$ cat src/hw/spi_ctrl_settings.svh
`ifndef SPI_CTRL_SETTINGS_SVH
`define SPI_CTRL_SETTINGS_SVH

`define SPI_NCS          4
`define SPI_ADDR_W       8
`define SPI_DATA_W       32
`define SPI_TXBUF_WORDS  32
`define SPI_RXQ_DEPTH    32

// register map, byte addresses
`define SPI_ADDR_SPMODE  8'h00
`define SPI_ADDR_SPIE    8'h04
`define SPI_ADDR_SPIM    8'h08
`define SPI_ADDR_SPCOM   8'h0C
`define SPI_ADDR_SPITF   8'h10
`define SPI_ADDR_SPIRF   8'h14
`define SPI_ADDR_CSMODE0 8'h20

`define SPI_SPMODE_EN    31
`define SPI_SPIE_DON     0

// cs mode fields
`define SPI_CSM_CPOL     29
`define SPI_CSM_CPHA     28
`define SPI_CSM_DIV16    27
`define SPI_CSM_REV      26
`define SPI_CSM_PM_LO    20
`define SPI_CSM_PM_HI    23
`define SPI_CSM_LEN_LO   16
`define SPI_CSM_LEN_HI   19 // char length minus 1
`define SPI_CSM_BEF_LO   8
`define SPI_CSM_BEF_HI   11
`define SPI_CSM_AFT_LO   4
`define SPI_CSM_AFT_HI   7

`define SPI_COM_CS_LO    30
`define SPI_COM_CS_HI    31
`define SPI_COM_LEN_LO   0
`define SPI_COM_LEN_HI   15

`endif

$ cat src/hw/spi_reg_pkg.sv
`default_nettype none

package spi_reg_pkg;

    // one tx buffer word, two 16-bit or four 8-bit chars
    typedef union packed {
        logic [1:0][15:0] c16;
        logic [3:0][7:0]  c8;
    } tx_word_u;

endpackage

`default_nettype wire

$ cat src/hw/spi_link_pkg.sv
`default_nettype none

package spi_link_pkg;

    localparam logic [1:0] FS_IDLE   = 2'd0;
    localparam logic [1:0] FS_BEFORE = 2'd1;
    localparam logic [1:0] FS_SHIFT  = 2'd2;
    localparam logic [1:0] FS_AFTER  = 2'd3;

    // chars packed in one tx word for a given length field
    function automatic logic [2:0] chars_per_word(input logic [3:0] len);
        return (len > 4'd7) ? 3'd2 : 3'd4;
    endfunction

endpackage

`default_nettype wire

$ cat src/hw/spi_baud_gen.sv
`timescale 1ns/1ps
`default_nettype none

module spi_baud_gen (
    input  wire        S_SYSCLK,
    input  wire        S_RESETN,
    input  wire        i_run,
    input  wire        i_cpol,
    input  wire  [7:0] i_divider, // half period minus 1
    output logic       o_sck,
    output logic       o_lead,
    output logic       o_trail
);

    logic [7:0] cnt;

    always_ff @(posedge S_SYSCLK or negedge S_RESETN) begin
        if (!S_RESETN) begin
            cnt     <= 8'd0;
            o_sck   <= 1'b0;
            o_lead  <= 1'b0;
            o_trail <= 1'b0;
        end else begin
            o_lead  <= 1'b0;
            o_trail <= 1'b0;
            if (!i_run) begin
                cnt   <= 8'd0;
                o_sck <= i_cpol; // park at idle level
            end else if (cnt == i_divider) begin
                cnt     <= 8'd0;
                o_sck   <= ~o_sck;
                o_lead  <= (o_sck == i_cpol);
                o_trail <= (o_sck != i_cpol);
            end else begin
                cnt <= cnt + 8'd1;
            end
        end
    end

endmodule

`default_nettype wire

$ cat src/hw/spi_frame_engine.sv
`timescale 1ns/1ps
`default_nettype none
`include "spi_ctrl_settings.svh"

module spi_frame_engine (
    input  wire                                       S_SYSCLK,
    input  wire                                       S_RESETN,
    input  wire                                       i_enable,
    input  wire                                       i_start,
    input  wire  [`SPI_COM_CS_HI-`SPI_COM_CS_LO:0]    i_cs_idx,
    input  wire  [`SPI_COM_LEN_HI-`SPI_COM_LEN_LO:0]  i_tranlen,
    input  wire  [`SPI_DATA_W-1:0]                    i_csmode,
    input  wire  spi_reg_pkg::tx_word_u               i_tx_word,
    input  wire                                       i_lead,
    input  wire                                       i_trail,
    input  wire                                       i_sck,
    input  wire                                       i_spi_miso,
    output logic                                      o_run,
    output logic [7:0]                                o_divider,
    output logic [$clog2(`SPI_TXBUF_WORDS)-1:0]       o_tx_idx,
    output logic                                      o_spi_sck,
    output logic                                      o_spi_mosi,
    output logic [`SPI_NCS-1:0]                       o_spi_sel,
    output logic                                      o_rx_valid,
    output logic [15:0]                               o_rx_char,
    output logic                                      o_frame_done,
    output logic                                      o_busy
);

    import spi_link_pkg::*;

    localparam int TXW = $clog2(`SPI_TXBUF_WORDS);

    logic [1:0]                 state;
    logic                       gap;     // one idle cycle restarts the baud phase
    logic [`SPI_DATA_W-1:0]     mode_q;
    logic [15:0]                tranlen_q;
    logic [3:0]                 cnt_d;
    logic [16:0]                ld_cnt;  // index of next char to load
    logic [3:0]                 bitn;
    logic [15:0]                sh;
    logic [15:0]                rx_sh;
    logic [15:0]                rx_upd;
    logic                       mosi_q;
    logic [3:0]                 len;
    logic                       cpha;
    logic                       rev;
    logic [2:0]                 cpw;
    logic [3:0]                 pos;
    logic [15:0]                char_in;
    logic [7:0]                 pm1;
    logic                       next_out;
    logic                       last;
    logic                       load;
    logic                       sample;
    logic                       shift_e;
    logic                       char_end;

    assign len  = mode_q[`SPI_CSM_LEN_HI:`SPI_CSM_LEN_LO];
    assign cpha = mode_q[`SPI_CSM_CPHA];
    assign rev  = mode_q[`SPI_CSM_REV];
    assign cpw  = chars_per_word(len);

    assign o_tx_idx = (cpw == 3'd2) ? ld_cnt[TXW:1] : ld_cnt[TXW+1:2];
    assign char_in  = (cpw == 3'd2) ? i_tx_word.c16[ld_cnt[0]]
                                    : {8'h00, i_tx_word.c8[ld_cnt[1:0]]};

    assign last     = (ld_cnt == {1'b0, tranlen_q} + 17'd1);
    assign char_end = (state == FS_SHIFT) && i_trail && (bitn == len);
    assign load     = ((state == FS_BEFORE) && (cnt_d == 4'd0)) || (char_end && !last);
    assign sample   = (state == FS_SHIFT) && (cpha ? i_trail : i_lead);
    assign shift_e  = (state == FS_SHIFT) && (cpha ? i_lead : i_trail);

    assign pos      = rev ? (len - bitn) : bitn;
    assign next_out = rev ? sh[len] : sh[0];

    always_comb begin
        rx_upd      = rx_sh;
        rx_upd[pos] = i_spi_miso;
    end

    assign pm1       = {4'h0, mode_q[`SPI_CSM_PM_HI:`SPI_CSM_PM_LO]} + 8'd1;
    assign o_divider = mode_q[`SPI_CSM_DIV16] ? ((pm1 << 4) - 8'd1) : ((pm1 << 1) - 8'd1);
    assign o_run     = (state != FS_IDLE) && !gap;
    assign o_busy    = (state != FS_IDLE);
    assign o_spi_sck = (state == FS_SHIFT && !gap) ? i_sck : i_csmode[`SPI_CSM_CPOL];
    assign o_spi_mosi = cpha ? mosi_q : next_out;

    always_ff @(posedge S_SYSCLK or negedge S_RESETN) begin
        if (!S_RESETN) begin
            state        <= FS_IDLE;
            gap          <= 1'b0;
            mode_q       <= '0;
            tranlen_q    <= 16'd0;
            cnt_d        <= 4'd0;
            ld_cnt       <= 17'd0;
            bitn         <= 4'd0;
            o_spi_sel    <= '1;
            o_rx_valid   <= 1'b0;
            o_frame_done <= 1'b0;
        end else begin
            gap          <= 1'b0;
            o_rx_valid   <= 1'b0;
            o_frame_done <= 1'b0;
            if (!i_enable && state != FS_IDLE) begin
                state     <= FS_IDLE; // abort on disable
                o_spi_sel <= '1;
            end else begin
                case (state)
                    FS_IDLE: if (i_start && i_enable) begin
                        mode_q    <= i_csmode;
                        tranlen_q <= i_tranlen;
                        cnt_d     <= i_csmode[`SPI_CSM_BEF_HI:`SPI_CSM_BEF_LO];
                        ld_cnt    <= 17'd0;
                        bitn      <= 4'd0;
                        o_spi_sel <= ~(`SPI_NCS'(1) << i_cs_idx);
                        gap       <= 1'b1;
                        state     <= FS_BEFORE;
                    end
                    FS_BEFORE: begin
                        if (cnt_d == 4'd0) begin
                            gap   <= 1'b1;
                            state <= FS_SHIFT;
                        end else if (i_lead || i_trail) begin
                            cnt_d <= cnt_d - 4'd1;
                        end
                    end
                    FS_SHIFT: if (i_trail) begin
                        if (bitn == len) begin
                            bitn       <= 4'd0;
                            o_rx_valid <= 1'b1;
                            if (last) begin
                                cnt_d <= mode_q[`SPI_CSM_AFT_HI:`SPI_CSM_AFT_LO];
                                gap   <= 1'b1;
                                state <= FS_AFTER;
                            end
                        end else begin
                            bitn <= bitn + 4'd1;
                        end
                    end
                    default: begin
                        if (cnt_d == 4'd0) begin
                            o_spi_sel    <= '1;
                            o_frame_done <= 1'b1;
                            state        <= FS_IDLE;
                        end else if (i_lead || i_trail) begin
                            cnt_d <= cnt_d - 4'd1;
                        end
                    end
                endcase
                if (load) begin
                    ld_cnt <= ld_cnt + 17'd1;
                end
            end
        end
    end

    // shift path
    always_ff @(posedge S_SYSCLK) begin
        if (sample) begin
            rx_sh <= rx_upd;
        end
        if (char_end) begin
            o_rx_char <= cpha ? rx_upd : rx_sh;
        end
        if (load) begin
            sh    <= char_in;
            rx_sh <= 16'h0000;
        end else if (shift_e) begin
            sh <= rev ? (sh << 1) : (sh >> 1);
        end
        if (shift_e && cpha) begin
            mosi_q <= next_out;
        end
    end

endmodule

`default_nettype wire

$ cat src/hw/spi_axil_regs.sv
`timescale 1ns/1ps
`default_nettype none
`include "spi_ctrl_settings.svh"

module spi_axil_regs (
    input  wire                                       S_SYSCLK,
    input  wire                                       S_RESETN,
    input  wire  [`SPI_ADDR_W-1:0]                    i_awaddr,
    input  wire                                       i_awvalid,
    output logic                                      o_awready,
    input  wire  [`SPI_DATA_W-1:0]                    i_wdata,
    input  wire  [3:0]                                i_wstrb,
    input  wire                                       i_wvalid,
    output logic                                      o_wready,
    output logic [1:0]                                o_bresp,
    output logic                                      o_bvalid,
    input  wire                                       i_bready,
    input  wire  [`SPI_ADDR_W-1:0]                    i_araddr,
    input  wire                                       i_arvalid,
    output logic                                      o_arready,
    output logic [`SPI_DATA_W-1:0]                    o_rdata,
    output logic [1:0]                                o_rresp,
    output logic                                      o_rvalid,
    input  wire                                       i_rready,
    input  wire                                       i_rx_valid,
    input  wire  [15:0]                               i_rx_char,
    input  wire                                       i_frame_done,
    input  wire                                       i_busy,
    input  wire  [$clog2(`SPI_TXBUF_WORDS)-1:0]       i_tx_idx,
    output logic                                      o_enable,
    output logic                                      o_start,
    output logic [`SPI_COM_CS_HI-`SPI_COM_CS_LO:0]    o_cs_idx,
    output logic [`SPI_COM_LEN_HI-`SPI_COM_LEN_LO:0]  o_tranlen,
    output logic [`SPI_DATA_W-1:0]                    o_csmode,
    output spi_reg_pkg::tx_word_u                     o_tx_word,
    output logic                                      o_interrupt
);

    import spi_reg_pkg::*;
    import spi_link_pkg::*;

    localparam int TXW = $clog2(`SPI_TXBUF_WORDS);
    localparam int RXW = $clog2(`SPI_RXQ_DEPTH);

    logic [`SPI_DATA_W-1:0] spmode;
    logic [`SPI_DATA_W-1:0] spim;
    logic [`SPI_DATA_W-1:0] spcom;
    logic [`SPI_DATA_W-1:0] csmode [`SPI_NCS];
    logic                   don;
    tx_word_u               txbuf [`SPI_TXBUF_WORDS];
    logic [TXW-1:0]         tx_wptr;
    logic [15:0]            rxq [`SPI_RXQ_DEPTH];
    logic [RXW:0]           rx_wptr;
    logic [RXW:0]           rx_rptr;
    logic                   rx_full;
    logic                   rx_empty;
    logic                   wren;
    logic                   rden;
    logic                   tx_push;
    logic                   rx_pop;
    logic [`SPI_DATA_W-1:0] rd_mux;

    assign wren     = o_awready && i_awvalid && i_wvalid && (i_wstrb == 4'hF);
    assign rden     = o_arready && i_arvalid;
    assign tx_push  = wren && (i_awaddr == `SPI_ADDR_SPITF);
    assign rx_pop   = rden && (i_araddr == `SPI_ADDR_SPIRF) && !rx_empty;
    assign rx_empty = (rx_wptr == rx_rptr);
    assign rx_full  = (rx_wptr == {~rx_rptr[RXW], rx_rptr[RXW-1:0]});

    assign o_enable    = spmode[`SPI_SPMODE_EN];
    assign o_cs_idx    = spcom[`SPI_COM_CS_HI:`SPI_COM_CS_LO];
    assign o_tranlen   = spcom[`SPI_COM_LEN_HI:`SPI_COM_LEN_LO];
    assign o_csmode    = csmode[o_cs_idx];
    assign o_tx_word   = txbuf[i_tx_idx];
    assign o_interrupt = don & spim[`SPI_SPIE_DON];
    assign o_bresp     = 2'b00;
    assign o_rresp     = 2'b00;

    always_comb begin
        rd_mux = '0;
        case (i_araddr)
            `SPI_ADDR_SPMODE: rd_mux = spmode;
            `SPI_ADDR_SPIE:   rd_mux[`SPI_SPIE_DON] = don;
            `SPI_ADDR_SPIM:   rd_mux = spim;
            `SPI_ADDR_SPCOM:  rd_mux = spcom;
            `SPI_ADDR_SPIRF:  rd_mux[15:0] = rx_empty ? 16'h0000 : rxq[rx_rptr[RXW-1:0]];
            default: begin
                for (int i = 0; i < `SPI_NCS; i++) begin
                    if (i_araddr == `SPI_ADDR_CSMODE0 + `SPI_ADDR_W'(4 * i)) begin
                        rd_mux = csmode[i];
                    end
                end
            end
        endcase
    end

    always_ff @(posedge S_SYSCLK or negedge S_RESETN) begin
        if (!S_RESETN) begin
            o_awready <= 1'b0;
            o_wready  <= 1'b0;
            o_bvalid  <= 1'b0;
            o_arready <= 1'b0;
            o_rvalid  <= 1'b0;
            o_rdata   <= '0;
        end else begin
            // accept a write only with both channels valid and no response pending
            o_awready <= !o_awready && i_awvalid && i_wvalid && !o_bvalid;
            o_wready  <= !o_awready && i_awvalid && i_wvalid && !o_bvalid;
            if (o_awready && i_awvalid && i_wvalid) begin
                o_bvalid <= 1'b1;
            end else if (i_bready) begin
                o_bvalid <= 1'b0;
            end
            o_arready <= !o_arready && i_arvalid && !o_rvalid;
            if (rden) begin
                o_rvalid <= 1'b1;
                o_rdata  <= rd_mux;
            end else if (i_rready) begin
                o_rvalid <= 1'b0;
            end
        end
    end

    always_ff @(posedge S_SYSCLK or negedge S_RESETN) begin
        if (!S_RESETN) begin
            spmode  <= '0;
            spim    <= '0;
            spcom   <= '0;
            don     <= 1'b0;
            o_start <= 1'b0;
            tx_wptr <= '0;
            rx_wptr <= '0;
            rx_rptr <= '0;
            for (int i = 0; i < `SPI_NCS; i++) begin
                csmode[i] <= '0;
            end
        end else begin
            o_start <= 1'b0;
            if (wren) begin
                case (i_awaddr)
                    `SPI_ADDR_SPMODE: spmode <= i_wdata;
                    `SPI_ADDR_SPIE: if (i_wdata[`SPI_SPIE_DON]) don <= 1'b0; // w1c
                    `SPI_ADDR_SPIM:   spim <= i_wdata;
                    `SPI_ADDR_SPCOM: if (!i_busy) begin
                        spcom   <= i_wdata;
                        o_start <= 1'b1;
                    end
                    default: begin
                        for (int i = 0; i < `SPI_NCS; i++) begin
                            if (i_awaddr == `SPI_ADDR_CSMODE0 + `SPI_ADDR_W'(4 * i)) begin
                                csmode[i] <= i_wdata;
                            end
                        end
                    end
                endcase
            end
            if (i_frame_done) begin
                don <= 1'b1;
            end
            if (o_start) begin
                tx_wptr <= '0;
            end else if (tx_push) begin
                tx_wptr <= tx_wptr + 1'b1;
            end
            if (i_rx_valid && !rx_full) begin
                rx_wptr <= rx_wptr + 1'b1; // overflow drops newest
            end
            if (rx_pop) begin
                rx_rptr <= rx_rptr + 1'b1;
            end
        end
    end

    always_ff @(posedge S_SYSCLK) begin
        if (tx_push) begin
            txbuf[tx_wptr] <= i_wdata;
        end
        if (i_rx_valid && !rx_full) begin
            rxq[rx_wptr[RXW-1:0]] <=
                (chars_per_word(o_csmode[`SPI_CSM_LEN_HI:`SPI_CSM_LEN_LO]) == 3'd4)
                ? {8'h00, i_rx_char[7:0]} : i_rx_char;
        end
    end

endmodule

`default_nettype wire

$ cat src/hw/spi_ctrl.sv
`timescale 1ns/1ps
`default_nettype none
`include "spi_ctrl_settings.svh"

module spi_ctrl (
    input  wire                     S_SYSCLK,
    input  wire                     S_RESETN,
    input  wire  [`SPI_ADDR_W-1:0]  i_awaddr,
    input  wire                     i_awvalid,
    output wire                     o_awready,
    input  wire  [`SPI_DATA_W-1:0]  i_wdata,
    input  wire  [3:0]              i_wstrb,
    input  wire                     i_wvalid,
    output wire                     o_wready,
    output wire  [1:0]              o_bresp,
    output wire                     o_bvalid,
    input  wire                     i_bready,
    input  wire  [`SPI_ADDR_W-1:0]  i_araddr,
    input  wire                     i_arvalid,
    output wire                     o_arready,
    output wire  [`SPI_DATA_W-1:0]  o_rdata,
    output wire  [1:0]              o_rresp,
    output wire                     o_rvalid,
    input  wire                     i_rready,
    output wire                     o_interrupt,
    output wire                     o_spi_sck,
    output wire                     o_spi_mosi,
    input  wire                     i_spi_miso,
    output wire  [`SPI_NCS-1:0]     o_spi_sel
);

    import spi_reg_pkg::*;

    wire                                      enable;
    wire                                      start;
    wire [`SPI_COM_CS_HI-`SPI_COM_CS_LO:0]    cs_idx;
    wire [`SPI_COM_LEN_HI-`SPI_COM_LEN_LO:0]  tranlen;
    wire [`SPI_DATA_W-1:0]                    csmode;
    tx_word_u                                 tx_word;
    wire [$clog2(`SPI_TXBUF_WORDS)-1:0]       tx_idx;
    wire                                      rx_valid;
    wire [15:0]                               rx_char;
    wire                                      frame_done;
    wire                                      busy;
    wire                                      run;
    wire [7:0]                                divider;
    wire                                      sck;
    wire                                      lead;
    wire                                      trail;

    spi_axil_regs regs_inst (
        .S_SYSCLK(S_SYSCLK), .S_RESETN(S_RESETN),
        .i_awaddr(i_awaddr), .i_awvalid(i_awvalid), .o_awready(o_awready),
        .i_wdata(i_wdata), .i_wstrb(i_wstrb), .i_wvalid(i_wvalid), .o_wready(o_wready),
        .o_bresp(o_bresp), .o_bvalid(o_bvalid), .i_bready(i_bready),
        .i_araddr(i_araddr), .i_arvalid(i_arvalid), .o_arready(o_arready),
        .o_rdata(o_rdata), .o_rresp(o_rresp), .o_rvalid(o_rvalid), .i_rready(i_rready),
        .i_rx_valid(rx_valid), .i_rx_char(rx_char), .i_frame_done(frame_done),
        .i_busy(busy), .i_tx_idx(tx_idx), .o_enable(enable), .o_start(start),
        .o_cs_idx(cs_idx), .o_tranlen(tranlen), .o_csmode(csmode),
        .o_tx_word(tx_word), .o_interrupt(o_interrupt)
    );

    spi_frame_engine engine_inst (
        .S_SYSCLK(S_SYSCLK), .S_RESETN(S_RESETN),
        .i_enable(enable), .i_start(start), .i_cs_idx(cs_idx), .i_tranlen(tranlen),
        .i_csmode(csmode), .i_tx_word(tx_word), .i_lead(lead), .i_trail(trail),
        .i_sck(sck), .i_spi_miso(i_spi_miso), .o_run(run), .o_divider(divider),
        .o_tx_idx(tx_idx), .o_spi_sck(o_spi_sck), .o_spi_mosi(o_spi_mosi),
        .o_spi_sel(o_spi_sel), .o_rx_valid(rx_valid), .o_rx_char(rx_char),
        .o_frame_done(frame_done), .o_busy(busy)
    );

    spi_baud_gen baud_inst (
        .S_SYSCLK(S_SYSCLK), .S_RESETN(S_RESETN),
        .i_run(run), .i_cpol(csmode[`SPI_CSM_CPOL]), .i_divider(divider),
        .o_sck(sck), .o_lead(lead), .o_trail(trail)
    );

endmodule

`default_nettype wire

$ cat config.mk
export PLATFORM = sky130hd
export DESIGN_NAME = spi_ctrl
export DESIGN_NICKNAME = d
export VERILOG_FILES = /design/src/hw/spi_reg_pkg.sv /design/src/hw/spi_link_pkg.sv /design/src/hw/spi_baud_gen.sv /design/src/hw/spi_frame_engine.sv /design/src/hw/spi_axil_regs.sv /design/src/hw/spi_ctrl.sv
export VERILOG_INCLUDE_DIRS = /design/src /design/src/hw
export SDC_FILE = /design/constraint.sdc
export NUM_CORES = 2
export LEC_CHECK = 0
export BUFFER_PORTS_ARGS = -buffer_cell sky130_fd_sc_hd__buf_2
export CORE_MARGIN = 4
export CORE_UTILIZATION = 57
export CTS_CLUSTER_DIAMETER = 100
export DETAILED_ROUTE_END_ITERATION = 10
export PLACE_DENSITY_LB_ADDON = 0.08
export SLEW_MARGIN = 30
export SYNTH_ARGS = -nofsm -noshare
export SYNTH_HDL_FRONTEND = slang
export SYNTH_SLANG_ARGS = --single-unit
$ cat constraint.sdc
create_clock -name S_SYSCLK -period 3.9 [get_ports S_SYSCLK]
set_input_delay 0.195 -clock S_SYSCLK [delete_from_list [all_inputs] [get_ports S_SYSCLK]]
set_output_delay 0.195 -clock S_SYSCLK [all_outputs]
set_load 0.05 [all_outputs]
==> reports/metrics.csv <==
stage,metric,value,unit
drt,routed_wl,220100,um
setup_path,crit_path_max_incr_delay,0.71,ns
setup_path,worstPathRequired,3.70,ns
power_and_ir_drop,cellPowerDensity,548.5,mW/mm^2
floorplanning,fp.coreArea,0.1394,mm^2
sta,maxSlewHeadroom,0.3419,
sta,hold_viol,0,
drt,route.detailed.drc,0,
drt,via_count,46662,
sta,period_needed,3.818,ns
layout,final_area,0.09127,mm^2
min_path,hold_path.class,in2reg,
layout,layout-drive-gt1-share,0.2717,
global_routing,grtUsageTotal,0.3031,
drt,drt_iter0_markers,5875,
drt,post_drt_wl_per_cell,30.86,um
yosys,synth-simple-area-share,0.06125,
setup_path,worstPathArrival,3.62,ns
power_and_ir_drop,total_power,50.06,mW
layout,syn_to_final_growth,14.24,%
yosys,synthMuxAreaShare,0.1600,
layout,register_area,0.05634,mm^2
cts,clkTransAtPathRegs,0.06,ns
place,pre_cts_ws,0.1512,ns
global_routing,grt_pass1_vias,45605,
power_and_ir_drop,power_frac_clock,0.355,
sta,fin_worst_hold_slack,0.06817,ns
power_and_ir_drop,p_sw,13.82,mW
place,dp_cells,6736,
power_and_ir_drop,switching_share,0.2760,
cts,cts_made_buffers,191,
job,maxCapViolCount,0,
sta,finClkSkew,0.03379,ns
yosys,yosysWarnings,0,
yosys,synth_xor_area_frac,0.006468,
yosys,ys_async_sr_fraction,0.1830,
cts,clk_latency,0.82,ns
floorplanning,die_h,382.4,um
drt,ant_nets,0,
cts,h-tree-depth,4,
yosys,synth-compound-area-share,0.04609,
place,dp_hpwl,137000,um
yosys,synth_area,0.07989,mm^2
sta,final-setup-viol-count,0,
floorplanning,rows,137,
cts,cts_root_buf,clkbuf_16,
cts,post_cts_buffers,0,
layout,instances_no_fill,7132,
sta,slew_viol_final,0,
floorplanning,ioPinCount,108,
sta,tns,0,ns
setup_path,crit_slowest_cell,dfrtp_1,
yosys,synth_fa_ha_area_frac,0.003853,
yosys,ys_seq_elements,1940,
yosys,yosysUniqueCellTypes,88,
sta,tightest_slew,0.9871,ns
sta,fmax,261.9,MHz
yosys,synth_edf_count,1569,
yosys,ys.flop_type,edfxtp_1,
setup_path,crit_chain,mux4_2 > mux4_2 > mux2_2 > mux2_2 > buf_2,
power_and_ir_drop,ir_worst_vdd,0.4679,mV
power_and_ir_drop,leakagePower,31.30,nW
place,gp_congestion,0.8730,
yosys,syn_area_per_cell,16.74,um^2
setup_path,path_delay_family,multiplexers,
cts,cts_num_sinks,1940,
sta,timing.final.crit_share,0.9790,
layout,fin_nets,5176,
yosys,netlist_instances,4771,
drt,routed_via_density,6.543,
layout,multiInputGateArea,0.02260,mm^2
setup_path,cp-start-kind,flip-flop,
layout,final_util,0.6549,
place,io_buffers,103,
layout,n_fill_cell,9567,
floorplanning,start_util,0.5732,
global_routing,antenna_found_initial,15,
cts,tritoncts,yes,
setup_path,cp-end-kind,output port,
global_routing,grt_start_max_net_pins,105,
floorplanning,dieWidth,382.4,um
setup_path,setup.worst_path.class,reg2out,
power_and_ir_drop,power.internal,36.24,mW
global_routing,grt-ovfl-total,0,
setup_path,path_max_fanout,6,
yosys,synth_seq_area_share,0.7050,
global_routing,grt_pass1_wl,320900,um
outcome,status,"finished, final reports clean",
power_and_ir_drop,p_seq_frac,0.459,
cts,cts_buffer_depth,3,
setup_path,path_buf_inv,1,
sta,grt_setup_unrepaired,no,
sta,setup_ws,0.08191,ns
yosys,synth_top_family_by_area,multiplexers,
floorplanning,fp.dieArea,0.1462,mm^2
power_and_ir_drop,pwr-share-comb,0.187,
drt,first_pass_iters,6,
place,place_area,0.08475,mm^2
-- layout make-up --
cell class | instances | area share
Sequential cell | 1940 | 0.6173
Multi-Input combinational cell | 2496 | 0.2476
Clock buffer | 241 | 0.05554
Timing Repair Buffer | 423 | 0.04128
Tap cell | 1876 | 0.02572
Clock inverter | 109 | 0.01069
Inverter | 40 | 0.001645
Antenna cell | 7 | 0.0001919
-- worst reg2reg max path, cell delays in order (launching register included) --
cell,delay [ns]
dfrtp_2,0.49
buf_12,0.23
mux2i_4,0.74
buf_4,0.41
nand2_1,0.10
nand3_1,0.09
a21oi_1,0.06
o311ai_0,0.73
a31oi_1,0.20
or4_1,0.44
o21ai_1,0.09
-- logic make-up (layout without fill, tap and decap cells) --
family,after synthesis,count (layout)
buf+inv,338,813
compound gates,530,530
simple gates,1068,1068
flops,1940,1940
xor+xnor,59,59
mux,811,811
fa+ha+maj,24,24
other cells,1,11
-- power groups by stage --
stage                     Combinational, mW  Sequential [mW]  Clock (mW)
after floorplan                        5.90             23.3           0
after global placement                 9.15             23.4           0
after detailed placement               9.22             23.4           0
after CTS                              9.29             22.9        18.0
after global routing                   9.94             23.0        18.9
final                                  9.35             23.0        17.8
-- what timing repair did --
action                                  4_1_cts  5_1_grt
resized for setup                             0        2
hold buffers                                 30        3
hold endpoints to repair                    612       79
endpoints found under the setup margin        0        2
-- synthesized netlist by cell type (all sizes together), types with 19 or more instances --
master | n | share of area
mux2i | 135 | 0.017
nand2 | 485 | 0.023
a22oi | 43 | 0.0041
buf | 119 | 0.0070
mux2 | 337 | 0.048
nand3 | 185 | 0.012
nor2 | 172 | 0.0081
ha | 23 | 0.0036
inv | 38 | 0.0018
edfxtp | 1569 | 0.59
nor3 | 41 | 0.0026
nand2b | 22 | 0.0017
a221oi | 32 | 0.0036
and3 | 22 | 0.0017
nand4 | 38 | 0.0032
o22ai | 37 | 0.0029
xnor2 | 36 | 0.0039
mux4 | 339 | 0.096
a31oi | 51 | 0.0041
dfrtp | 351 | 0.11
a222oi | 31 | 0.0039
clkbuf | 179 | 0.0084
and2 | 20 | 0.0016
xor2 | 23 | 0.0025
o211ai | 19 | 0.0018
o21ai | 77 | 0.0048
a21oi | 121 | 0.0077
-- cells in the final DEF (no fill, tap or decap), types with 42 or more instances in the layout --
cell | synthesis | final
edfxtp_1 | 1569 | 1569
nand2_1 | 485 | 483
dfrtp_1 | 351 | 343
mux4_2 | 339 | 339
mux2_2 | 336 | 334
buf_4 | 7 | 226
clkbuf_16 | 0 | 192
nand3_1 | 185 | 183
nor2_1 | 172 | 134
mux2i_1 | 135 | 131
a21oi_1 | 119 | 119
buf_2 | 55 | 100
o21ai_0 | 73 | 72
buf_12 | 0 | 53
a31oi_1 | 50 | 50
clkinv_1 | 2 | 49
a22oi_1 | 42 | 42
-- worst paths after layout --
check	slack [ns]	end	cells past startpoint	startpoint
min in group asynchronous	0.50	engine_inst.ld_cnt[4]$_DFFE_PN0P_	3	S_RESETN
worst min-delay path	0.07	regs_inst.txbuf[5][20]$_DFFE_PP_	1	i_wdata[20]
worst max register to register	0.15	engine_inst.sh[7]$_DFFE_PP_	10	engine_inst.mode_q[19]$_DFFE_PN0P_
worst max-delay path	0.08	o_spi_mosi	5	engine_inst.mode_q[16]$_DFFE_PN0P_
worst min register to register	0.43	regs_inst.don$_DFFE_PN0P_	1	engine_inst.o_frame_done$_DFF_PN0_
max in group asynchronous	2.19	regs_inst.spmode[26]$_DFFE_PN0P_	5	S_RESETN
-- routing by layer --
layer	track usage	wire length, um	up-vias
met5	0	0	-
met2	0.4695	103600	2323
li1	-	-	19463
met1	0.4512	90470	24504
met4	0.09345	7118	0
met3	0.04818	18920	372
-- state kept, by name, indices dropped and copies added, names as in the netlist, 17 cells and up --
name,flops
regs_inst.txbuf,1024
regs_inst.rxq,512
regs_inst.csmode,128
regs_inst.o_rdata,32
regs_inst.spcom,32
regs_inst.spim,32
regs_inst.spmode,32
engine_inst.ld_cnt,17
No activity file was read; power rests on OpenSTA's default activity.
